**config.mk**
```make
export PLATFORM = sky130hd
export DESIGN_NAME = cpuControl
export DESIGN_NICKNAME = d
export VERILOG_FILES = /design/src/hw/cpuPkg.sv /design/src/hw/cpuControl.sv
export VERILOG_INCLUDE_DIRS = /design/src /design/src/include
export SDC_FILE = /design/constraint.sdc
export NUM_CORES = 1
export LEC_CHECK = 0
export BUFFER_PORTS_ARGS = -buffer_cell sky130_fd_sc_hd__buf_2
export CAP_MARGIN = 20
export CORE_AREA = 4 4 41 43
export CTS_CLUSTER_DIAMETER = 150
export CTS_CLUSTER_SIZE = 14
export DETAILED_ROUTE_END_ITERATION = 10
export DIE_AREA = 0 0 45 47
export PLACE_DENSITY = 0.4
export SETUP_SLACK_MARGIN = 0.02
export SYNTH_ARGS = -nofsm -noshare
export SYNTH_HDL_FRONTEND = slang
export SYNTH_SLANG_ARGS = --single-unit
export TNS_END_PERCENT = 50
```
**constraint.sdc**
```tcl
create_clock -name clk -period 2 [get_ports clk]
set_input_delay 0.2 -clock clk [delete_from_list [all_inputs] [get_ports clk]]
set_output_delay 0.2 -clock clk [all_outputs]
set_load 0.005 [all_outputs]
```
**src/include/cpu_consts.svh**
```systemverilog
`ifndef CPU_CONSTS_SVH
`define CPU_CONSTS_SVH

// data path and instruction word width
`define CPU_DATA_W 16

// general purpose registers R0..R7
`define CPU_REG_CNT 8

// program memory holds 256 words
`define CPU_IMEM_AW 8

// data memory holds 256 words, addressed by the low byte of rs
`define CPU_DMEM_AW 8

`endif

```
**src/hw/cpuPkg.sv**
```systemverilog
`default_nettype none

`include "cpu_consts.svh"

package cpuPkg;

  typedef logic [`CPU_DATA_W-1:0] dataWordT;
  typedef logic [$clog2(`CPU_REG_CNT)-1:0] regAddrT;
  typedef logic [`CPU_IMEM_AW-1:0] imemAddrT;
  typedef logic [`CPU_DMEM_AW-1:0] dmemAddrT;
  typedef logic [2:0] ccrT;  // {carry, negative, zero}

  localparam int ccrZeroBit = 0;
  localparam int ccrNegBit = 1;
  localparam int ccrCarryBit = 2;

  typedef enum logic [4:0] {
    NOP = 5'd0,
    ADD = 5'd1,
    SUB = 5'd2,
    AND = 5'd3,
    OR  = 5'd4,
    NOT = 5'd5,
    MOV = 5'd6,
    LDM = 5'd7,   // immediate in the following word
    LDD = 5'd8,
    STD = 5'd9,
    HLT = 5'd10
  } opcodeT;

  typedef enum logic [2:0] {
    IDLE,
    FETCH,
    IMMFETCH,
    DECODE,
    EXECUTE,
    MEMORY,
    WRITEBACK,
    HALT
  } cpuStateT;

  // word layout: opcode[15:11] rd[10:8] rs[7:5] rt[4:2] spare[1:0]
  typedef struct packed {
    opcodeT opcode;
    regAddrT rd;
    regAddrT rs;
    regAddrT rt;
    logic [1:0] spare;
  } instrT;

  typedef struct packed {
    opcodeT opcode;
    dataWordT rsVal;
    dataWordT rtVal;
    dataWordT imm;
    regAddrT rd;
    logic regWrite;
    logic memRead;
    logic memWrite;
  } decExT;

  typedef struct packed {
    dataWordT result;
    dmemAddrT addr;
    dataWordT storeData;
    regAddrT rd;
    logic regWrite;
    logic memRead;
    logic memWrite;
  } exMemT;

  typedef struct packed {
    dataWordT value;
    regAddrT rd;
    logic regWrite;
  } wbT;

endpackage

`default_nettype wire

```
**src/hw/cpuControl.sv**
```systemverilog
`timescale 1ns/1ps
`default_nettype none

module cpuControl
  import cpuPkg::*;
(
  input  logic   clk,
  input  logic   rst,
  input  logic   start,
  input  opcodeT opcode,       // opcode field of the fetch register
  output logic   fetchEn,
  output logic   immEn,
  output logic   decodeEn,
  output logic   executeEn,
  output logic   memoryEn,
  output logic   writebackEn,
  output logic   halted
);

  cpuStateT state;
  cpuStateT stateNext;

  always_ff @(posedge clk or posedge rst)
  begin
    if (rst)
      state <= IDLE;
    else
      state <= stateNext;
  end

  always_comb
  begin
    stateNext = state;
    case (state)
      IDLE:
        if (start)
          stateNext = FETCH;
      FETCH:
        stateNext = DECODE;   // fetch register valid from here on
      DECODE:
      begin
        if (opcode == HLT)
          stateNext = HALT;
        else if (opcode == LDM)
          stateNext = IMMFETCH;  // grab the second word first
        else
          stateNext = EXECUTE;
      end
      IMMFETCH:
        stateNext = EXECUTE;
      EXECUTE:
        stateNext = MEMORY;
      MEMORY:
        stateNext = WRITEBACK;
      WRITEBACK:
        stateNext = FETCH;
      HALT:
        stateNext = HALT;     // only rst leaves
      default:
        stateNext = IDLE;
    endcase
  end

  // one enable per state, so at most one is high
  assign fetchEn     = (state == FETCH);
  assign immEn       = (state == IMMFETCH);
  assign decodeEn    = (state == DECODE);
  assign executeEn   = (state == EXECUTE);
  assign memoryEn    = (state == MEMORY);
  assign writebackEn = (state == WRITEBACK);
  assign halted      = (state == HALT);

endmodule

`default_nettype wire

```
# Yosys cells after proc, flatten, opt, wreduce, memory -nomap -nowiden
# Index checks and enable logic that the tools add are counted.
dict set report totals {
  ff_bits 3
  input_bits 8
  output_inout_bits 7
  elab_cells 16
}
dict set report op_classes {
  eq_ne 10
  muxes 4
  n_reduce_logical 1
}
# operator n
set op_table {}
lappend op_table {{$pmux W3 S8} 1}
lappend op_table {{$eq A3 B3 Y1 const B} 4}
lappend op_table {{$mux W3} 3}
lappend op_table {{$eq A3 B2 Y1 const B} 2}
lappend op_table {{$eq A5 B3 Y1 const B} 1}
lappend op_table {{$eq A5 B4 Y1 const B} 1}
lappend op_table {{$eq A3 B1 Y1 const B} 1}
lappend op_table {{$logic_not A3 Y1} 1}
lappend op_table {{$ne A2 B2 Y1 const B} 1}

# Depth between registers and ports, before layout
dict set report logic_depth {
  ltp_word 4
  ltp_mapped 3
}

# Worst setup path before layout
# OpenSTA, ideal clock, no wires.
dict set report synth_path {
  path_type {reg2out}
  from {reg state[1]}
  to {out decodeEn}
  arrival_time_ps 751
  required_ps 1800
  path_slack_ps 1049
  stages_incl_launch_ff 4
  cell_sequence {dfrtp_1 > inv_1 > nor2_1 > and2_1}
}
dict set report synth_via {
  elab_chain_len 1
}
# item line
set synth_rtl {}
lappend synth_rtl {{start, declared} cpuControl.sv:20} ;# cpuStateT state;
lappend synth_rtl {{start signal, assigned} cpuControl.sv:28} ;# state <= stateNext;
lappend synth_rtl {{$eq A3 B2 Y1} cpuControl.sv:67} ;# assign decodeEn = (state == DECODE);
lappend synth_rtl {{end, declared} cpuControl.sv:13} ;# output logic decodeEn,
# No other way between the ends.

# Worst setup path in the final report
# Ends and elaborated chain as after synthesis.

==> reports/results.tsv <==
metric	value	unit
Setup crit start	state[1]	
Largest Register	state	
ant diodes	0	
Static Leak	0.183	nW
largest net degree at the start of global routing	13	
H-Tree Depth	1	
vias in the first global route	245	
met2 routed WL	255	µm
CP Capture Type	primary output	
TritonCTS clock tree	built	
final worst clock skew	0.00434	ns
largest cells by area after synthesis	dfrtp_1 32%, nor3b_1 9.7%, nand3b_4 8.6%	
final setup violation count	0	
design area	352	µm²
CP max stage delay	0.38	ns
DR WL met3	66	µm
first-pass GRT wire length	1070	µm
reg2reg path depth	2	
syn_nets	35	
post-synthesis sequential area ratio	0.324	
synthesis-to-finish area growth	51.9	%
flop-to-flop setup slack	0.88	ns
nets	54	
synth cell count leaders	3 x dfrtp_1, 3 x nor2_1, 3 x nor3b_1	
worst path required time	1.80	ns
Hold Crit Endpoint	state[1]	
vias	256	
post-DR vias/cell	4.27	
Mapped Area	231	µm²
RR Startpoint	state[0]	
Final Hold Fails	0	
drt first pass iters	2	
Crit-path slowest cell	dfrtp_1	
gpl congestion	0.673	
# DRC	0	
Die W	45	µm
Least-Margin Pin Slew	0.305	ns
M1 WL	307	µm
Min Clock Period, post-route	1.37	ns
Clk pin slew, worst setup/hold paths	0.04	ns
Final Max Slew Viols	0	
top-area cell type share of the netlist area	0.324	
r2r endpoint	state[2]	
Resized Gates After CTS	0	
Top Registers	state: 3 flops	
maximum vdd drop	0.649	mV
Die Height	47	µm
Placeable Area	1300	µm²
cells after synthesis	27	
Yosys Warn Count	0	
drt first-iter violations	1	
critical path type	flip-flop to primary output	
Largest register FFs	3	
Longest Clk Path Bufs	2	
FMAX	0.732	GHz
Setup TNS Final	0	ns
Synth Flop Type	dfrtp_1	
outcome	complete, no violations	
PwrDens	1330	nW/µm²
syn_area_per_cell	8.57	µm²
layout cell share with drive strength beyond 1	0.422	
number of CTS-inserted buffers	3	
HP Start	opcode[3]	
GR Util All Layers	0.0767	
# Max-Cap Violations	0	
die area	2120	µm²
total gr overflow	0	
biggest area consumer among synthesized cells	dfrtp_1	
slew margin rel.	0.797	
CP arrival	1.17	ns
CP Launch Type	flip-flop	
placed inst area	315	µm²
initial antenna violation count	0	
Top-Level Pins	15	
Post-synth EDFFs	0	
Synth async-reset ratio	1.00	
final wirelength	629	µm
DR WL/cell	10.5	µm
crit path cell chain	inv_1, nor2_1, and2_1, buf_2	
Routed Antenna Nets	0	
Initial Util	0.178	
top layer in use	met3	
worst-path maximum fanout	5	
Skew-Pair Late Insertion Delay	0.24	ns
Final Total Pwr	0.467	mW
period utilization	0.683	
Final HPWL DP	484	µm
hold crit path type	input pin to flip-flop	
#FFs+latches synth	3	
# clock sinks	3	
RSZ-0062 raised after global routing	false	
hold path depth	3	
port bufs	14	
root buffer cell	clkbuf_4	
post-synth cell types	18	
FP Rows	13	
area by class of cell:
cell class                      count  area [µm²]
Fill cell                         164         950
Multi-Input combinational cell     21         144
Timing Repair Buffer               15        80.1
Sequential cell                     3        75.1
Clock buffer                        4        26.3
Tap cell                           15        18.8
Inverter                            2        7.51
logic make-up (layout without fill, tap and decap cells):
| logic type | count (synthesis) | count (layout) | synth area share |
|---|---|---|---|
| flops | 3 | 3 | 0.324 |
| simple gates | 16 | 16 | 0.476 |
| compound gates | 5 | 5 | 0.146 |
| buf+inv | 3 | 21 | 0.0540 |
where the power goes:
| part | switching [mW] | internal [mW] | total [mW] |
|---|---|---|---|
| registers | 0.0565 | 0.0930 | 0.149 |
| clock network | 0.0358 | 0.0751 | 0.111 |
| logic | 0.0951 | 0.112 | 0.207 |
| total | 0.187 | 0.280 | 0.467 |
worst max-delay path by stage:
stage | to | slack, ns | cells past startpoint
2_1_floorplan | decodeEn | 1.05 | 3
3_3_place_gp | state[2] | 0.86 | 2
3_5_place_dp | state[2] | 0.89 | 2
4_1_cts | decodeEn | 0.64 | 4
5_1_grt | decodeEn | 0.53 | 4
6_report | decodeEn | 0.63 | 4
per-stage QoR:
| stage | hold WS [ns] | util | setup slack, ns | instances |
|---|---|---|---|---|
| 2_1_floorplan | -0.0464 | - | 1.05 | 27 |
| 5_1_grt | 0.276 | 0.270 | 0.527 | 60 |
| 4_1_cts | 0.253 | 0.270 | 0.639 | 60 |
| 3_3_place_gp | 0.0709 | 0.242 | 0.863 | 55 |
| 3_5_place_dp | 0.0710 | 0.242 | 0.889 | 55 |
| 6_report | 0.260 | 0.270 | 0.635 | 60 |
layout by cell type, fill, tap and decap left out, types with 2 or more instances in the layout:
| cell type | synthesis | routed |
|---|---|---|
| buf_2 | 1 | 14 |
| inv_1 | 2 | 2 |
| o21ai_1 | 2 | 2 |
| nor3b_1 | 3 | 3 |
| and3_1 | 2 | 2 |
| clkbuf_4 | 0 | 3 |
| dfrtp_1 | 3 | 3 |
| nor2_1 | 3 | 3 |
worst max-delay path: cells and delay by family (launching register included):
family        cells  cell delay, ns
buf+inv           2            0.20
simple gates      2            0.34
flops             1            0.38
layer usage:
metal  up-vias  GRT usage
met3         0     0.0498
met5         -          0
met1       107     0.0913
met4         0     0.0877
met2        14     0.0819
li1        135          -
what timing repair did:
item	in CTS	in global routing
hold endpoints to repair	3	0
buffers inserted	0	0
hold buffers	1	0
setup endpoints to repair	0	0
Power figures use the tool's default switching activity.
