===== config.mk =====
export PLATFORM = sky130hd
export DESIGN_NAME = fetchUnit
export DESIGN_NICKNAME = d
export VERILOG_FILES = /design/src/hw/cpuPkg.sv /design/src/hw/fetchUnit.sv
export VERILOG_INCLUDE_DIRS = /design/src /design/src/include
export SDC_FILE = /design/constraint.sdc
export NUM_CORES = 2
export LEC_CHECK = 0
export BUFFER_PORTS_ARGS = -buffer_cell sky130_fd_sc_hd__buf_2
export CAP_MARGIN = 15
export CORE_ASPECT_RATIO = 1.1
export CORE_MARGIN = 2
export CORE_UTILIZATION = 35
export CTS_CLUSTER_SIZE = 14
export DETAILED_ROUTE_END_ITERATION = 7
export PLACE_DENSITY = 0.49
export SYNTH_ARGS = -nofsm -noshare
export SYNTH_HDL_FRONTEND = slang
export SYNTH_SLANG_ARGS = --single-unit

===== constraint.sdc =====
create_clock -name clk -period 2.6 [get_ports clk]
set_input_delay 0.52 -clock clk [delete_from_list [all_inputs] [get_ports clk]]
set_output_delay 0.52 -clock clk [all_outputs]
set_load 0.005 [all_outputs]

===== src/include/cpu_consts.svh =====
`ifndef CPU_CONSTS_SVH
`define CPU_CONSTS_SVH

// data path and instruction word width
`define CPU_DATA_W 16

// general purpose registers R0..R7
`define CPU_REG_CNT 8

// program memory holds 256 words
`define CPU_IMEM_AW 8

// data memory holds 256 words, addressed by the low byte of rs
`define CPU_DMEM_AW 8

`endif


===== src/hw/cpuPkg.sv =====
`default_nettype none

`include "cpu_consts.svh"

package cpuPkg;

  typedef logic [`CPU_DATA_W-1:0] dataWordT;
  typedef logic [$clog2(`CPU_REG_CNT)-1:0] regAddrT;
  typedef logic [`CPU_IMEM_AW-1:0] imemAddrT;
  typedef logic [`CPU_DMEM_AW-1:0] dmemAddrT;
  typedef logic [2:0] ccrT;  // {carry, negative, zero}

  localparam int ccrZeroBit = 0;
  localparam int ccrNegBit = 1;
  localparam int ccrCarryBit = 2;

  typedef enum logic [4:0] {
    NOP = 5'd0,
    ADD = 5'd1,
    SUB = 5'd2,
    AND = 5'd3,
    OR  = 5'd4,
    NOT = 5'd5,
    MOV = 5'd6,
    LDM = 5'd7,   // immediate in the following word
    LDD = 5'd8,
    STD = 5'd9,
    HLT = 5'd10
  } opcodeT;

  typedef enum logic [2:0] {
    IDLE,
    FETCH,
    IMMFETCH,
    DECODE,
    EXECUTE,
    MEMORY,
    WRITEBACK,
    HALT
  } cpuStateT;

  // word layout: opcode[15:11] rd[10:8] rs[7:5] rt[4:2] spare[1:0]
  typedef struct packed {
    opcodeT opcode;
    regAddrT rd;
    regAddrT rs;
    regAddrT rt;
    logic [1:0] spare;
  } instrT;

  typedef struct packed {
    opcodeT opcode;
    dataWordT rsVal;
    dataWordT rtVal;
    dataWordT imm;
    regAddrT rd;
    logic regWrite;
    logic memRead;
    logic memWrite;
  } decExT;

  typedef struct packed {
    dataWordT result;
    dmemAddrT addr;
    dataWordT storeData;
    regAddrT rd;
    logic regWrite;
    logic memRead;
    logic memWrite;
  } exMemT;

  typedef struct packed {
    dataWordT value;
    regAddrT rd;
    logic regWrite;
  } wbT;

endpackage

`default_nettype wire


===== src/hw/fetchUnit.sv =====
`timescale 1ns/1ps
`default_nettype none

`include "cpu_consts.svh"

module fetchUnit
  import cpuPkg::*;
(
  input  logic     clk,
  input  logic     rst,
  input  logic     fetchEn,
  input  logic     immEn,
  input  logic     progWe,
  input  imemAddrT progAddr,
  input  dataWordT progData,
  output dataWordT instr,
  output dataWordT immWord,
  output opcodeT   opcode
);

  dataWordT imem [0:(1 << `CPU_IMEM_AW)-1];
  imemAddrT pc;
  instrT    fields;

  // program load port, only used while idle
  always_ff @(posedge clk)
  begin
    if (progWe)
      imem[progAddr] <= progData;
  end

  always_ff @(posedge clk or posedge rst)
  begin
    if (rst)
    begin
      pc <= '0;
      instr <= '0;            // decodes as NOP
    end
    else
    begin
      if (fetchEn || immEn)
        pc <= pc + 1'b1;      // both fetches consume one word
      if (fetchEn)
        instr <= imem[pc];
    end
  end

  // second word of LDM
  always_ff @(posedge clk)
  begin
    if (immEn)
      immWord <= imem[pc];
  end

  assign fields = instrT'(instr);
  assign opcode = fields.opcode;

endmodule

`default_nettype wire


* Yosys cells after proc, flatten, opt, wreduce, memory -nomap -nowiden
Memory sizes are Yosys's and may differ from the RTL's.
Cells that the tools add are included.
** Storage, ports and cells
- Flip-flop bits (word level) :: 40
- Latch bits :: 0
- Memory bits (writable) :: 4096
- ROM bits :: 0
- Bits of input ports :: 29
- Logic and storage cells :: 8
- Memories :: 1
** Memory list
- imem :: words 256, width 16, rd ports 1, clocked after memory_dff 0, wr ports 1, line fetchUnit.sv:21 : dataWordT imem [0:(1 << `CPU_IMEM_AW)-1];
** Cells by class
- $add $sub $neg :: 1
- Multiply operators :: 0
- Div/mod/pow operators :: 0
- $lt $le $gt $ge :: 0
- Eq/ne operators :: 0
- Shift operators :: 0
- Multiplexer cells :: 2
- Bitwise operators :: 0
- Reduce and logical (&&, ||, !) cells :: 1
** Operators with widths (count)
- 8-bit by 1-bit adder with 8-bit output, second input constant :: 1
- 1-bit two-way mux :: 2
- 1-bit logical OR :: 1

* Logic depth before layout (Yosys ltp)
- Depth in word-level cells :: 2
- Gate-level depth with buffers :: 14
- Gate-level depth less buffers :: 7

* Worst setup path after synthesis
OpenSTA, ideal clock, no wires.
- Path type :: register to register
- Start :: register pc[0]
- End :: register immWord[13], read port of imem (data pin)
- Setup time :: 0.272 ns
- Arrival time :: 2.606 ns
- Required time :: 2.328 ns
- Slack :: -0.278 ns
- Stages on the path, launching flop included :: 11
- Period minus slack after synthesis :: 2.878 ns
- Cell sequence :: dfrtp_1 > buf_6 > buf_6 > buf_6 > buf_2 > mux4_2 > a22o_1 > a221oi_1 > o22ai_1 > o41ai_1 > nand2_1
** Between the ends
- Longest elaborated chain between the ends :: 1
** RTL lines
- from (decl) :: line fetchUnit.sv:22 : imemAddrT pc;
- from (signal assigned) :: line fetchUnit.sv:42 : pc <= pc + 1'b1;
- memory read 256 x 16 bit
- to (decl) :: line fetchUnit.sv:17 : output dataWordT immWord,
No other way between the ends.
A chain may end at the register's enable or synchronous reset.

* Worst setup path after layout
- Start :: register pc[0]
- End :: register instr[5], read port of imem
** Between the ends
- Longest elaborated chain between the ends :: 1
** RTL lines
- memory read 256 x 16 bit
- to (decl) :: line fetchUnit.sv:16 : output dataWordT instr,
No other way between the ends.

==> results.md <==
* Post-synth net total at approximately 7300
* Clk Tree Root Cell: clkbuf_16
* Vias per cell at 5.64
* Dpl ws at -2.04 ns
* Post-synthesis sequential area ratio at around 78%
* Failing checks: negative setup slack
* HP Start: immEn
* GRT busiest layer: met2
* Antenna Nets Post-Route at 0
* RSZ-0062 raised after global routing: true
* Worst R2R Start: pc[0]$_DFFE_PP0P_
* CP required at 3.48 ns
* Top_reg_cell synth: edfxtp_1
* Async SR Flop Fraction at 0.580%
* Post-synth EDFFs at 4112
* Area delta synth->final at 24.6%
* Net total in the final layout at 8835
* Setup WS post-layout at -0.987 ns
* DR iter-0 viols at 11300
* R2R cell count at 13
* Hold Vio Cnt, Final at 0
* Fin util at 43.8%
* Mapped Area at 0.159 mm2
* Yosys warnings at 0
* Die Span Y at 711 um
* Finish-stage setup viols at 32
* Pleak at 0.0641 uW
* Row cnt at 259
* Worst Setup End Kind: flip-flop
* Core area at between 0.4 and 0.5 mm2
* Synthesized flop and latch total at 4136
* Yosys cell types at 80
* Met3 Usage GRT at 3.72%
* WHS Path Cells at 3
* Vias in the first global route at 84900
* Arrival @ worst endpoint at 4.47 ns
* Reg2reg end: instr[5]$_DFFE_PP0P_
* Longest Clk Path Bufs at 4
* Commonest cells after routing, fill and taps aside: edfxtp_1 (4112), mux4_2 (871), buf_4 (857), buf_12 (448), clkbuf_16 (419)
* Initial core utilization at 35.2%
* Total of max-cap violations at 0
* Ports at 66
* Initial antenna violation count at 50
* Hold Crit Endpoint: pc[0]$_DFFE_PP0P_
* R2R Setup Slk at -0.99 ns
* VDD IR max at roughly 1.0 mV
* Total Wirelength at ~550000 um
* GRT met1 Usage at 32.4%
* Synth Instances at 7310
* Slew @ Worst Pin at 1.19 ns
* Slew margin rel. at between 20% and 30%
* WL per Instance at around 36 um
* Power Dens Cells at ~1100 mW/mm2
* Clock latency on the worst-skew pair at between 1 and 1.5 ns
* CTS tree: done
* Area leader, netlist: edfxtp_1
* Tcrit/Tclk final at 138%
* H-tree levels at 5
* DP Wirelength at 358000 um
* Clk slew on worst S/H paths at approximately 0.060 ns
* Detailed-route via count at 85500
* Most common cell after layout, fill and taps aside: edfxtp_1
* Max FO, Critical Path at 7
* Die area at 0.460 mm2
* Largest net degree at the start of global routing at 119
* Global Route Usage Sum at 23.5%
* Share of post-route cells with drive strength above 1 at 38.1%
* Fmax at 279 MHz
* Top cells by area, synth: edfxtp_1 (78%), mux4_2 (12%), mux2i_1 (2.3%)
* Max-slew violations at 0
* Worst hold-check path type: input port to flip-flop
* Startpoint class of the critical path: flip-flop
* Clock Skew at 0.0644 ns
* CP Cell Sequence: buf_12 > buf_16 > buf_12 > buf_12 > buf_8 > mux4_2 > a22oi_2 > a21oi_4 > nor4_4 > buf_4 > a211oi_4 > a31o_4 > mux2_4
* Slowest cell delay on critical path at 0.52 ns
* Global-route wire length before repair at 744000 um
* DRC at 0
* Pre-Repair DR Iteration Count at 6
* WHS at ~0.11 ns
* # clock sinks at 4136
* Die X-Extent at 647 um
* Post-synth top area share at 77.5%
* Syn_area_per_cell at 21.8 um2
* Status: finished, violations left
* Total grt overflow at 0
* Crit path top cell by count: buf_12
* Slowest-stage cell, CP: dfrtp_4
* Crit Path Category: flip-flop to flip-flop
* CTS Buf Count at 416
* Period minus WS final at 3.59 ns
* Met2 Use GR at 37.9%
* RePlAce Congestion at 0.888
* PortBufs at 65
==> logic make-up (layout without fill, tap and decap cells) <==
group                      Yosys count  in the layout  synth area share, %
muxes                             1303           1303                 15.2
xor gates and xnor gates             7              7               0.0385
and+or+nand+nor                    673            673                 1.88
buffers and inverters              457           2298                 1.68
adders and majority gates            1              1              0.00786
DFF                               4136           4136                 77.9
AOI/OAI and AO/OA                  733            733                 3.30
other                                0             15                    0
==> power breakdown <==
| group | internal, uW | switching [uW] |
|---|---|---|
| clock | 33000 | 26100 |
| sequential | 73900 | 1230 |
| combinational | 37200 | 46100 |
==> synthesized netlist by cell type (10+ instances only) <==
library cell and count:
edfxtp_1 4112, mux4_2 871, mux2i_1 369, nor2_1 323
a22oi_1 178, clkbuf_1 174, nand2_1 142, a21oi_1 117
buf_2 117, o22ai_1 84, buf_6 66, buf_4 61
nand3_1 61, a221oi_1 58, o21ai_0 54, mux2_2 53
o221ai_1 50, a22o_1 45, nor3_1 33, a31oi_1 26
dfrtp_1 24, nand4_1 22, nor2b_1 21, buf_1 20
o211ai_1 16, nor4_1 14, and2_1 13, a211oi_1 12
a221o_1 11, mux4_1 10, o31ai_1 10
==> sequential cells by signal (all words and copies together) (netlist names) <==
register	count
imem	4096
immWord	16
instr	16
pc	8
==> routing by layer <==
layer	part of all wire (%)	vias up
met1	41	46900
met4	4.1	16
met5	0.020	-
li1	-	34100
met2	48	3816
met3	7.6	784
==> critical path: cells and delay by family (launching register included) <==
| family | cells | cell delay, ns |
|---|---|---|
| multiplexers | 2 | 0.77 |
| flip-flops | 1 | 0.52 |
| buffers and inverters | 6 | 0.94 |
| AO/OA/AOI/OAI | 4 | 0.68 |
| AND/OR/NAND/NOR | 1 | 0.51 |
==> per-stage QoR <==
stage | instances | TNS (ns) | cell area [um2] | power, uW
3_5_place_dp | 14200 | -42.08 | 180000 | 150000
2_1_floorplan | 7310 | -119.25 | 160000 | 110000
3_3_place_gp | 14200 | -42.47 | 180000 | 150000
4_1_cts | 15100 | -25.73 | 197000 | 216000
5_1_grt | 15200 | -26.56 | 198000 | 223000
6_report | 15200 | -25.59 | 198000 | 217000
==> final cells by class <==
| type | count | area [um2] |
|---|---|---|
| inverter | 11 | 50.0 |
| antenna | 15 | 37.5 |
| timing repair buffer | 1523 | 18500 |
| sequential | 4136 | 124000 |
| tap | 6003 | 7510 |
| fill | 38600 | 254000 |
| clock inverter | 246 | 2340 |
| clock buffer | 518 | 10900 |
| multi-input combinational | 2717 | 35000 |
==> what timing repair did <==
action | 4_1_cts | 5_1_grt
resized for setup | 363 | 150
pin swaps | 72 | 51
endpoints found under the setup margin | 32 | 32
cloned | 21 | 1
setup buffers | 113 | 58
hold buffers | 16 | 0
hold endpoints to repair | 370 | 0
==> worst max path at each step <==
| stage | start | end | slack (ns) |
|---|---|---|---|
| 2_1_floorplan | pc[0]$_DFFE_PP0P_ | immWord[9]$_DFFE_PP_ | -0.09 |
| 3_3_place_gp | pc[0]$_DFFE_PP0P_ | instr[10]$_DFFE_PP0P_ | -2.00 |
| 3_5_place_dp | pc[0]$_DFFE_PP0P_ | instr[10]$_DFFE_PP0P_ | -2.04 |
| 4_1_cts | pc[0]$_DFFE_PP0P_ | instr[10]$_DFFE_PP0P_ | -0.94 |
| 5_1_grt | pc[0]$_DFFE_PP0P_ | instr[5]$_DFFE_PP0P_ | -0.96 |
| 6_report | pc[0]$_DFFE_PP0P_ | instr[5]$_DFFE_PP0P_ | -0.99 |
No activity file was read; power rests on OpenSTA's default activity.
