--- src/include/cpu_consts.svh ---
`ifndef CPU_CONSTS_SVH
`define CPU_CONSTS_SVH

// data path and instruction word width
`define CPU_DATA_W 16

// general purpose registers R0..R7
`define CPU_REG_CNT 8

// program memory holds 256 words
`define CPU_IMEM_AW 8

// data memory holds 256 words, addressed by the low byte of rs
`define CPU_DMEM_AW 8

`endif

--- src/hw/cpuPkg.sv ---
`default_nettype none

`include "cpu_consts.svh"

package cpuPkg;

  typedef logic [`CPU_DATA_W-1:0] dataWordT;
  typedef logic [$clog2(`CPU_REG_CNT)-1:0] regAddrT;
  typedef logic [`CPU_IMEM_AW-1:0] imemAddrT;
  typedef logic [`CPU_DMEM_AW-1:0] dmemAddrT;
  typedef logic [2:0] ccrT;  // {carry, negative, zero}

  localparam int ccrZeroBit = 0;
  localparam int ccrNegBit = 1;
  localparam int ccrCarryBit = 2;

  typedef enum logic [4:0] {
    NOP = 5'd0,
    ADD = 5'd1,
    SUB = 5'd2,
    AND = 5'd3,
    OR  = 5'd4,
    NOT = 5'd5,
    MOV = 5'd6,
    LDM = 5'd7,   // immediate in the following word
    LDD = 5'd8,
    STD = 5'd9,
    HLT = 5'd10
  } opcodeT;

  typedef enum logic [2:0] {
    IDLE,
    FETCH,
    IMMFETCH,
    DECODE,
    EXECUTE,
    MEMORY,
    WRITEBACK,
    HALT
  } cpuStateT;

  // word layout: opcode[15:11] rd[10:8] rs[7:5] rt[4:2] spare[1:0]
  typedef struct packed {
    opcodeT opcode;
    regAddrT rd;
    regAddrT rs;
    regAddrT rt;
    logic [1:0] spare;
  } instrT;

  typedef struct packed {
    opcodeT opcode;
    dataWordT rsVal;
    dataWordT rtVal;
    dataWordT imm;
    regAddrT rd;
    logic regWrite;
    logic memRead;
    logic memWrite;
  } decExT;

  typedef struct packed {
    dataWordT result;
    dmemAddrT addr;
    dataWordT storeData;
    regAddrT rd;
    logic regWrite;
    logic memRead;
    logic memWrite;
  } exMemT;

  typedef struct packed {
    dataWordT value;
    regAddrT rd;
    logic regWrite;
  } wbT;

endpackage

`default_nettype wire

--- src/hw/decodeUnit.sv ---
`timescale 1ns/1ps
`default_nettype none

`include "cpu_consts.svh"

module decodeUnit
  import cpuPkg::*;
(
  input  logic     clk,
  input  logic     rst,
  input  logic     decodeEn,
  input  logic     writebackEn,
  input  dataWordT instr,
  input  dataWordT immWord,
  input  wbT       wb,
  output decExT    decEx
);

  instrT    fields;
  dataWordT regFile [0:`CPU_REG_CNT-1];
  logic     regWriteDec;
  logic     memReadDec;
  logic     memWriteDec;

  opcodeT   opReg;
  dataWordT rsValReg;
  dataWordT rtValReg;
  regAddrT  rdReg;
  logic     regWriteReg;
  logic     memReadReg;
  logic     memWriteReg;

  assign fields = instrT'(instr);

  always_comb
  begin
    regWriteDec = 1'b0;
    memReadDec  = 1'b0;
    memWriteDec = 1'b0;
    case (fields.opcode)
      ADD, SUB, AND, OR, NOT, MOV, LDM:
        regWriteDec = 1'b1;
      LDD:
      begin
        regWriteDec = 1'b1;
        memReadDec  = 1'b1;
      end
      STD:
        memWriteDec = 1'b1;
      default:
        regWriteDec = 1'b0;   // NOP, HLT
    endcase
  end

  // written at the end of WRITEBACK, never in the same cycle as a read
  always_ff @(posedge clk or posedge rst)
  begin
    if (rst)
    begin
      for (int i = 0; i < `CPU_REG_CNT; i++)
        regFile[i] <= '0;
    end
    else if (writebackEn && wb.regWrite)
      regFile[wb.rd] <= wb.value;
  end

  always_ff @(posedge clk or posedge rst)
  begin
    if (rst)
    begin
      opReg       <= NOP;
      regWriteReg <= 1'b0;
      memReadReg  <= 1'b0;
      memWriteReg <= 1'b0;
    end
    else if (decodeEn)
    begin
      opReg       <= fields.opcode;
      regWriteReg <= regWriteDec;
      memReadReg  <= memReadDec;
      memWriteReg <= memWriteDec;
    end
  end

  always_ff @(posedge clk)
  begin
    if (decodeEn)
    begin
      rsValReg <= regFile[fields.rs];
      rtValReg <= regFile[fields.rt];
      rdReg    <= fields.rd;
    end
  end

  // immediate comes straight from the fetch side register,
  // it is loaded in IMMFETCH which follows DECODE
  always_comb
  begin
    decEx.opcode   = opReg;
    decEx.rsVal    = rsValReg;
    decEx.rtVal    = rtValReg;
    decEx.imm      = immWord;
    decEx.rd       = rdReg;
    decEx.regWrite = regWriteReg;
    decEx.memRead  = memReadReg;
    decEx.memWrite = memWriteReg;
  end

endmodule

`default_nettype wire

--- config.mk ---
export PLATFORM = sky130hd
export DESIGN_NAME = decodeUnit
export DESIGN_NICKNAME = d
export VERILOG_FILES = /design/src/hw/cpuPkg.sv /design/src/hw/decodeUnit.sv
export VERILOG_INCLUDE_DIRS = /design/src /design/src/include
export SDC_FILE = /design/constraint.sdc
export NUM_CORES = 1
export LEC_CHECK = 0
export BUFFER_PORTS_ARGS = -buffer_cell sky130_fd_sc_hd__buf_2
export CORE_MARGIN = 4
export CORE_UTILIZATION = 45
export DETAILED_ROUTE_END_ITERATION = 6
export GPL_TIMING_DRIVEN = 1
export SYNTH_ARGS = -nofsm -noshare
export SYNTH_HDL_FRONTEND = slang
export SYNTH_SLANG_ARGS = --single-unit
--- constraint.sdc ---
create_clock -name clk -period 5.88 [get_ports clk]
set_input_delay 0.588 -clock clk [delete_from_list [all_inputs] [get_ports clk]]
set_output_delay 0.588 -clock clk [all_outputs]
set_load 0.02 [all_outputs]
Yosys cells after proc, flatten, opt, wreduce, memory -nomap -nowiden
Index checks and enable logic that the tools add are counted.
{ "totals": {"register_bits": 171, "latchBits": 0, "ramBits": 0, "romBits": 0, "inputBits": 56, "out_inout_bits": 59, "elab_cells": 46, "n_memories": 0} }
{ "classes": {"add_sub_neg": 0, "multipliers": 0, "div_mod_pow": 0, "n_lt_le_gt_ge": 4, "n_eq_ne": 9, "shifts": 0, "muxes": 12, "bitwise_logic": 3, "n_reduce_logical": 3} }
{ "op_table": {"columns": ["op", "count"], "rows": [
  ["128-bit bitwise mux", 1],
  ["16-bit binary-select mux with 3-bit select", 2],
  ["16-bit two-way mux", 5],
  ["16-bit demux with 3-bit select", 1],
  ["5-bit by 3-bit equality test with 1-bit output (second input constant)", 4],
  ["4-bit greater-or-equal comparator (second input constant)", 3],
  ["3-bit inverter with 4-bit output", 3],
  ["5-bit by 2-bit equality test with 1-bit output (second input constant)", 2],
  ["5-bit by 4-bit equality test with 1-bit output (second input constant)", 2],
  ["8-bit OR reduction", 1],
  ["5-bit by 1-bit equality test with 1-bit output (second input constant)", 1],
  ["4-bit by 1-bit < comparator with 1-bit output (second input constant)", 1],
  ["1-bit two-way mux", 3],
  ["1-bit logical AND", 2]
]} }

Logic depth before layout (Yosys ltp)
Gate-level depths: netlist of the first run.
{ "logic_depth": {"ltp_word": 6, "mapped_depth": 5, "ltp_nobuf": 3} }

Least setup slack after synthesis of the first run
OpenSTA, ideal clock, no wires.
{ "synth_path": {"path_kind": "input to register", "from": "input port instr[5]", "to": "register rsValReg[10], data pin", "setup_ps": 260, "t_arrival_ps": 1811, "required_time_ps": 5620, "path_slack_ps": 3809, "cell_stages": 5, "path_buffers": 3, "path_cell_list": "buf_2 > buf_2 > buf_2 > mux4_2 > mux2_2"} }
{ "synth_between": {"elab_chain_len": 4} }
{ "synth_lines": {"columns": ["item", "line_no", "rtl"], "rows": [
  ["from (decl)", "decodeUnit.sv:13", "input dataWordT instr,"],
  ["3-bit inverter with 4-bit output (not written as such)", "decodeUnit.sv:89", "rsValReg <= regFile[fields.rs];"],
  ["16-bit binary-select mux with 3-bit select", "decodeUnit.sv:89", null],
  ["16-bit two-way mux (not written as such) (2 in series)", "decodeUnit.sv:89", null],
  ["to (signal assigned)", "decodeUnit.sv:89", null],
  ["to (decl)", "decodeUnit.sv:26", "dataWordT rsValReg;"]
]} }
Every way passes these cells. The select of a mux whose other input is x is not followed.
A chain may end at the register's enable or synchronous reset.

Final worst setup path of the first run
{ "layout_path": {"from": "input port instr[5]", "to": "register rsValReg[6], data pin"} }
The elaborated chain is that of the path after synthesis.

==> results of run 1 <==
-- worst paths after layout --
path                             from           to  slack, ns  cells past startpoint
max                          instr[5]  rsValReg[6]       3.94                      4
min                               rst  regFile[75]       0.34                      2
max reg2reg                regFile[9]  rsValReg[9]       4.47                      2
min reg2reg                memReadReg   memReadReg       0.50                      1
max in group asynchronous         rst   regFile[3]       4.14                      3
min in group clk             instr[8]     rdReg[0]       0.34                      1
-- critical path, delay by kind of cell --
family                 cells  cell delay [ns]
buffers and inverters      2             0.61
muxes                      2             0.89
-- area by class of cell --
type	count	area, sq um
Fill cell	1542	8740
Sequential cell	171	4450
Multi-Input combinational cell	251	3490
Timing Repair Buffer	92	490
Clock buffer	21	450
Tap cell	229	287
Clock inverter	11	97.6
Inverter	4	17.5
-- routing by layer --
metal | vias to the layer above | part of all wire | GRT usage
li1 | 1942 | - | -
met1 | 2343 | 0.46 | 0.255
met2 | 85 | 0.48 | 0.292
met3 | 37 | 0.037 | 0.0376
met4 | 2 | 0.019 | 0.0555
met5 | - | 0.00074 | 0
-- layout by cell type, fill, tap and decap left out, types with 3 or more instances in the layout --
cell type / count
nor2_2: 5
clkbuf_16: 17
inv_1: 3
mux4_2: 64
mux2_2: 154
clkinvlp_4: 6
nand2b_1: 3
buf_4: 12
buf_2: 80
edfxtp_1: 35
clkbuf_1: 3
dfrtp_1: 136
mux2_4: 11
-- report_power, final --
group / switching, mW / leakage, nW / internal [mW] / total, mW
clock network: 0.447 / 0.249 / 0.591 / 1.04
registers: 0.152 / 2.02 / 1.49 / 1.64
logic: 0.263 / 1.62 / 0.436 / 0.699
-- cell families after synthesis --
| logic type | Yosys count |
|---|---|
| AO/OA/AOI/OAI | 3 |
| XOR/XNOR | 1 |
| buffers and inverters | 54 |
| flip-flops | 171 |
| multiplexers | 229 |
| AND/OR/NAND/NOR | 18 |
-- stage by stage --
stage / instance area, sq um / power [mW]
floorplan: 8290 / 2.19
global placement: 8740 / 2.33
detailed placement: 8740 / 2.37
CTS: 9290 / 3.41
global route: 9290 / 3.55
finish: 9290 / 3.37
-- registers in the layout, indices dropped and copies added, names as in the netlist --
name         cells
memReadReg       1
memWriteReg      1
opReg            5
rdReg            3
regFile        128
regWriteReg      1
rsValReg        16
rtValReg        16
==> metrics.txt, run 1 <==
Vert. Die Dim=144 um; Synth Area in Simple Gates=0.0148; arrival time worst endpoint=2.11 ns; status=completed; Compound-Gate Fraction of Synth Area=0.00211; synth cell count leaders=mux2_2, dfrtp_1, mux4_2; antenna viol nets, final=0; DR vias/cell=between 5 and 6; die area=20,700 sq um; slowest CP cell=mux4_2; Post-synth EDFFs=35; mapped cell area=8290 sq um; max_slew headroom=0.252; largest net degree at the start of global routing=74; dominant cells by area after synthesis=dfrtp_1, mux2_2, mux4_2; initial antenna violation count=1; count leader, synth=mux2_2; I/O Pins=115; pre-CTS WS=3.49 ns; clk root buf=clkbuf_16; Least-Margin Pin Slew=roughly 1.1 ns; Site Rows=49; Avg WL per Cell=22.5 um; CP peak stage delay=0.59 ns; DPL Wire Length=10.2 mm; drt pass-1 iters=4; sequential-to-total area share from yosys stat=0.537; Mapped Avg Cell Area=17.4 sq um; period utilization=0.331; critical path capture point type=flop; CTS resizes=0; Pwr per Cell Area=between 300 and 400 nW/um^2; post-synthesis register bit count=around 170; critical path required time=between 6 and 7 ns; top cell type's share of synthesized area=0.411; mux cell area share after synthesis=0.403; Warnings, synthesis=0; GRT Resource Usage Total=0.183; IO buf count=80; xor and xnor area share after synthesis=0.00106; maximum vdd drop=0.222 mV; area delta synth->final=12.0%; RSZ-0062 raised after global routing=false; core area=18,000 sq um; H-tree Lvls=4; Worst Hold Class=input pin to async pin; post-route insts no fill=779; fin. max-slew vios=0; CTS tree=built; grt total ovfl=0; crit path time final=1.94 ns; CP Max Fanout=32; Inst Count DP=747; clk_skew=0.00824 ns; highest clock rate=514 MHz; critical path cell sequence=buf_2, buf_4, mux4_2, mux2_2; routability cong.=0.708; max-cap violations=0; Post-Route Utilization=0.515; Unique masters post-synth=24; ANT cells=0; Main synth FF type=dfrtp_1; Setup Fix Bufs, Post-CTS=0; share of layout cells above drive strength 1=0.651; Setup-failing EPs final=0; CTS hold repair buffers=0; Leak Pwr=just under 4 nW; vias in the first global route=4,946; Clk Latency, worst-skew pair=0.42 ns; via count=approximately 4,400; DRC errors left=0; CTS Buffer Depth=2; WS Path Type=input pin to flop; fin worst setup slack=3.94 ns; area leader, netlist=dfrtp_1; final-report hold violation count=0; nets=593; Initial Util=0.460; CP startpoint kind=input pin; first-pass GRT wire length=between 20 and 30 mm; Post-Syn Nets=532; clock slew at reported path FFs=0.06 ns; cts bufs inserted=17; async set-reset flop share out of synthesis=0.795; drt total wl=17.5 mm; Total Neg Setup Slack=0 ns; Die Width=approximately 140 um; Starting DRT DRC Count=a little under 300; main combinational cell family by area after synthesis=multiplexers; Syn Inst Count=between 400 and 500; # clock sinks=approximately 170; Synth Area in Adders=0; Fin Hold WS=between 0.3 and 0.4 ns
(Power assumes the default switching activity.)
==> run 2: changes to the inputs <==
==> constraint.sdc (replaced) <==
create_clock -name clk -period 1.9 [get_ports clk]
set_input_delay 0.19 -clock clk [delete_from_list [all_inputs] [get_ports clk]]
set_output_delay 0.19 -clock clk [all_outputs]
set_load 0.02 [all_outputs]
==> run 2 against run 1 <==
Against the previous run:
- via count rose by 1.5%
- largest cell class unchanged
- global-route usage decreased by 0.062 points
- die area unchanged
- worst setup slack got worse by 3.5 ns
- highest routed layer unchanged
- clock-buffer cell count unchanged
- non-clock buffer count increased by 15
==> metrics.txt, run 2 (synthesis gave the netlist of run 1 again) <==
fin worst setup slack=0.474 ns (-3.46 ns); Total Power=10.9 mW (+220%); fill cell count=1,494 (-3.1%); # clock sinks=171 (unchanged); clock slew at reported path FFs=0.07 ns (about the same); clk root buf=clkbuf_16; status=completed; crit path time final=1.43 ns; area delta synth->final=16.2%; CP startpoint kind=flop; max-cap violations=0 (unchanged); antenna viol nets, final=0 (unchanged); share of layout cells above drive strength 1=0.660 (+0.00927); Finished Cell Area=9630 sq um (+3.7%); Vert. Die Dim=144 um (unchanged); DPL Wire Length=11.0 mm (+8.1%); Least-Margin Pin Slew=0.688 ns (-0.434 ns); core area=18,000 sq um (unchanged); cts bufs inserted=17 (unchanged); CP startpoint=regFile[10]; Total Neg Setup Slack=0 ns (unchanged); Avg WL per Cell=22.2 um (-1.3%); worst hold path depth=3; fin. max-slew vios=0 (unchanged); drt total wl=17.6 mm (+0.56%); RSZ-0062 raised after global routing=false; IO buf count=80 (unchanged); Pwr per Cell Area=1130 nW/um^2 (+210%); CTS Buffer Depth=2 (unchanged); biggest regs=regFile: 128 flops, rsValReg: 16 flops, rtValReg: 16 flops; DR vias/cell=5.63 (-0.47%); I/O Pins=115 (unchanged); grt total ovfl=0 (unchanged); Leak Pwr=4.05 nW (+4.2%); ANT cells=0 (unchanged); Worst Min Path Start=instr[11]; Clk Latency, worst-skew pair=0.42 ns (about the same); max_slew headroom=0.541 (+0.289); Starting DRT DRC Count=236 (-20%); H-tree Lvls=4 (unchanged); arrival time worst endpoint=1.60 ns (-0.51 ns); DRC errors left=0 (unchanged); most frequent cells in the layout=mux2_2, dfrtp_1, buf_2, mux4_2, edfxtp_1; die area=20,700 sq um (unchanged); clk_skew=0.0106 ns (+0.00232 ns); CP Max Fanout=3 (-91%); drt pass-1 iters=4 (unchanged); routability cong.=0.720 (+1.8%); highest clock rate=roughly 700 MHz; period utilization=0.750; critical path required time=2.07 ns (-3.98 ns); final-report hold violation count=0 (unchanged); Hold EP=opReg[0]; Worst R2R Path Depth=2 (unchanged); pre-CTS WS=0.248 ns (-3.24 ns); most common cell after layout, fill and taps aside=mux2_2; CP peak stage delay=0.50 ns (-0.09 ns); CTS resizes=0 (unchanged); nets=608 (+2.5%); placed cell areas=8960 sq um (+2.5%); FF-to-FF End=rtValReg[10]; Largest Register=regFile; max reg flops=128 (unchanged); GRT Resource Usage Total=0.182 (-0.000623); largest net degree at the start of global routing=83 (+12%); Site Rows=49 (unchanged); critical path capture point type=flop; slowest CP cell=mux4_2; vias in the first global route=4,907 (-0.79%); maximum vdd drop=0.717 mV (+220%); first-pass GRT wire length=28.0 mm (-0.66%); Worst Hold Class=input pin to flop; R2R setup slack=0.47 ns (-4.00 ns); CTS tree=built; Reg2Reg Launch Point=regFile[10]; Initial Util=0.460 (unchanged); critical path cell sequence=mux4_2, mux2_2; Die Width=144 um (unchanged); initial antenna violation count=1 (unchanged); Setup-failing EPs final=0 (unchanged); via count=4,473 (+1.5%); WS Path Type=flop to flop
## run 2: what timing repair did
action	4_1_cts	5_1_grt
hold buffers	4	0
endpoints found under the hold margin	85	0
buffers inserted	0	0
## run 2: through the flow
stage | instances | hold slack [ns] | utilization
2_1_floorplan | 476 | 0.289 | -
3_3_place_gp | 758 | 0.353 | 0.497
3_5_place_dp | 758 | 0.357 | 0.497
4_1_cts | 794 | 0.00563 | 0.534
5_1_grt | 794 | 0.0103 | 0.534
6_report | 794 | 0.0291 | 0.534
## run 2: power breakdown
| part | total, mW | switching [mW] | internal, mW |
|---|---|---|---|
| clock | 3.63 | 1.46 | 2.18 |
| sequential | 5.08 | 0.482 | 4.60 |
| combinational | 2.21 | 0.815 | 1.40 |
## run 2: cell type report
| cell class | instances | area, sq um | area share |
|---|---|---|---|
| Clock buffer | 21 | 503 | 0.0522 |
| Clock inverter | 11 | 130 | 0.0135 |
| Inverter | 4 | 18.8 | 0.00195 |
| Multi-Input combinational cell | 251 | 3490 | 0.362 |
| Sequential cell | 171 | 4450 | 0.462 |
| Tap cell | 229 | 287 | 0.0297 |
| Timing Repair Buffer | 107 | 751 | 0.0779 |
## run 2: worst max path at each step
stage / cells past startpoint / to / slack [ns]
after floorplan: 1 / memReadReg / 0.02
after global placement: 4 / rtValReg[12] / 0.24
after detailed placement: 4 / rtValReg[11] / 0.25
after CTS: 2 / rtValReg[10] / 0.48
after global routing: 2 / rtValReg[11] / 0.46
final: 2 / rtValReg[10] / 0.47
## run 2: routing by layer
metal | GRT usage | up-vias | share of wire
li1 | - | 1974 | -
met1 | 0.257 | 2389 | 0.45
met2 | 0.286 | 90 | 0.50
met3 | 0.0493 | 18 | 0.046
met4 | 0.0421 | 2 | 0.0096
met5 | 0 | - | 0.00074
## run 2: worst max-delay path: cells and delay by family (launching register included)
family / cells / cell delay [ns]
DFF: 1 / 0.40
muxes: 2 / 0.79
==> run 3: changes to the inputs <==
--- a/config.mk
+++ b/config.mk
@@ -11,6 +11,7 @@
 export CORE_UTILIZATION = 45
 export DETAILED_ROUTE_END_ITERATION = 6
 export GPL_TIMING_DRIVEN = 1
+export PLACE_DENSITY = 0.67
 export SYNTH_ARGS = -nofsm -noshare
 export SYNTH_HDL_FRONTEND = slang
 export SYNTH_SLANG_ARGS = --single-unit
==> constraint.sdc (replaced) <==
create_clock -name clk -period 1.3 [get_ports clk]
set_input_delay 0.13 -clock clk [delete_from_list [all_inputs] [get_ports clk]]
set_output_delay 0.13 -clock clk [all_outputs]
set_load 0.02 [all_outputs]
==> run 3 against run 2 <==
Against the previous run:
- the run now ends with setup timing left
- first-iteration DRC count down 14%
- die area unchanged
- sequential power rose by 47%
- flip-flop and latch count is the same
- cell count grew 5.4%
- via count is 5.6% higher
- core utilization up 3.2 points
- cell area grew 5.9%
- critical path type unchanged
==> metrics.txt, run 3 (synthesis gave the netlist of run 1 again) <==
Least-Margin Pin Slew=0.383 ns (-0.305 ns); Die Width=144 um (unchanged); biggest regs=regFile: 128 flops, rsValReg: 16 flops, rtValReg: 16 flops; core area=18,000 sq um (unchanged); slowest CP cell=mux4_2; Vert. Die Dim=144 um (unchanged); fin worst setup slack=-0.117 ns (-0.592 ns); Clk Latency, worst-skew pair=0.42 ns (about the same); ANT cells=0 (unchanged); crit path time final=1.42 ns (-0.00837 ns); DPL Wire Length=11.9 mm (+8.4%); max_slew headroom=0.745 (+0.203); vias in the first global route=5,191 (+5.8%); IO buf count=80 (unchanged); via count=4,723 (+5.6%); drt total wl=18.7 mm (+6.1%); CP Max Fanout=3 (unchanged); first-pass GRT wire length=29.5 mm (+5.4%); grt total ovfl=0 (unchanged); H-tree Lvls=4 (unchanged); status=finished, violations left; Post-Route Utilization=0.566 (+0.0315); arrival time worst endpoint=1.59 ns (about the same); Initial Util=0.460 (unchanged); critical path capture point type=flop; CP bufs+invs=0 (unchanged); Starting DRT DRC Count=204 (-14%); I/O Pins=115 (unchanged); drt pass-1 iters=4 (unchanged); CP startpoint=regFile[2]; CTS tree=built; most common cell after layout, fill and taps aside=dfrtp_1; RSZ-0062 raised after global routing=true; Avg WL per Cell=22.4 um (+0.69%); routability cong.=0.769 (+6.9%); Fin Hold WS=0.0185 ns (-0.0106 ns); DR vias/cell=5.64 (+0.16%); final-report hold violation count=0 (unchanged); initial antenna violation count=1 (unchanged); most frequent cells in the layout=dfrtp_1, mux2_2, buf_2, mux4_2, mux2_4; CP peak stage delay=0.51 ns (about the same); Worst Min Path Start=instr[15]; Largest Register=regFile; Setup-failing EPs final=32 (+32); # clock sinks=171 (unchanged); max reg flops=128 (unchanged); GRT Resource Usage Total=0.193 (+0.0103); fin. max-slew vios=0 (unchanged); clock slew at reported path FFs=0.06 ns (about the same); Pwr per Cell Area=1600 nW/um^2 (+42%); CTS Buffer Depth=2 (unchanged); area delta synth->final=23.0%; cts bufs inserted=17 (unchanged); Reg2Reg Launch Point=regFile[2]; clk root buf=clkbuf_16; maximum vdd drop=1.10 mV (+54%); critical path cell sequence=mux4_2, mux2_4; clk_skew=0.00427 ns (-0.00629 ns); Site Rows=49 (unchanged); WS Path Type=flop to flop; failing checks=setup timing; period utilization=1.09 (+0.340); critical path required time=1.47 ns (-0.60 ns); die area=20,700 sq um (unchanged); max-cap violations=0 (unchanged); antenna viol nets, final=0 (unchanged); CP startpoint kind=flop; Leak Pwr=4.42 nW (+9.3%); Total Power=16.4 mW (+50%); DRC errors left=0 (unchanged); highest clock rate=705 MHz (+0.59%); largest net degree at the start of global routing=66 (-20%); nets=651 (+7.1%); share of layout cells above drive strength 1=0.674 (+0.0142); critical path's top delay family=multiplexers; Worst Hold Class=input pin to flop
run 3: tightest hold or removal path, stage by stage:
cell     delay, ns
buf_2         0.09
or4b_4        0.12
o22ai_1       0.06
run 3: final timing paths:
kind                                    end  slack, ns  depth (start not counted)
worst max register to register  rtValReg[2]      -0.12                          2
worst max-delay path            rtValReg[2]      -0.12                          2
worst min-delay path            memWriteReg       0.02                          3
min in group asynchronous          opReg[1]       0.21                          3
worst min register to register   memReadReg       0.51                          1
max in group asynchronous        regFile[1]       0.47                          4
run 3: per-stage QoR:
stage	setup TNS [ns]	instances	area (sq um)	setup WS, ns
floorplan	-73.07	476	8440	-0.523
global placement	-9.51	786	9310	-0.267
detailed placement	-11.72	786	9310	-0.290
global route	-3.85	837	10200	-0.144
CTS	-2.97	832	10100	-0.108
finish	-3.08	837	10200	-0.117
run 3: repair_timing:
action / 4_1_cts / 5_1_grt
hold buffers: 9 / 0
hold endpoints to repair: 81 / 0
gates resized for setup: 26 / 6
buffers inserted: 5 / 5
endpoints found under the setup margin: 32 / 33
run 3: where the power goes:
group | internal (mW) | switching (mW)
Clock | 3.11 | 2.07
Combinational | 2.43 | 1.30
Sequential | 6.72 | 0.747
run 3: cell type report:
cell class | count | area [sq um]
repair buffers | 150 | 1220
well taps | 229 | 287
inverters | 4 | 18.8
multi-input cells | 251 | 3610
clock inverters | 10 | 109
flip-flops and latches | 171 | 4450
fillers | 1426 | 7820
clock buffers | 22 | 497
run 3: metal layers:
metal	up-vias	track usage	routed length, um
li1	2054	-	-
met1	2546	0.255	8020
met2	97	0.325	9740
met3	24	0.0396	697
met4	2	0.0565	249
met5	-	0	7
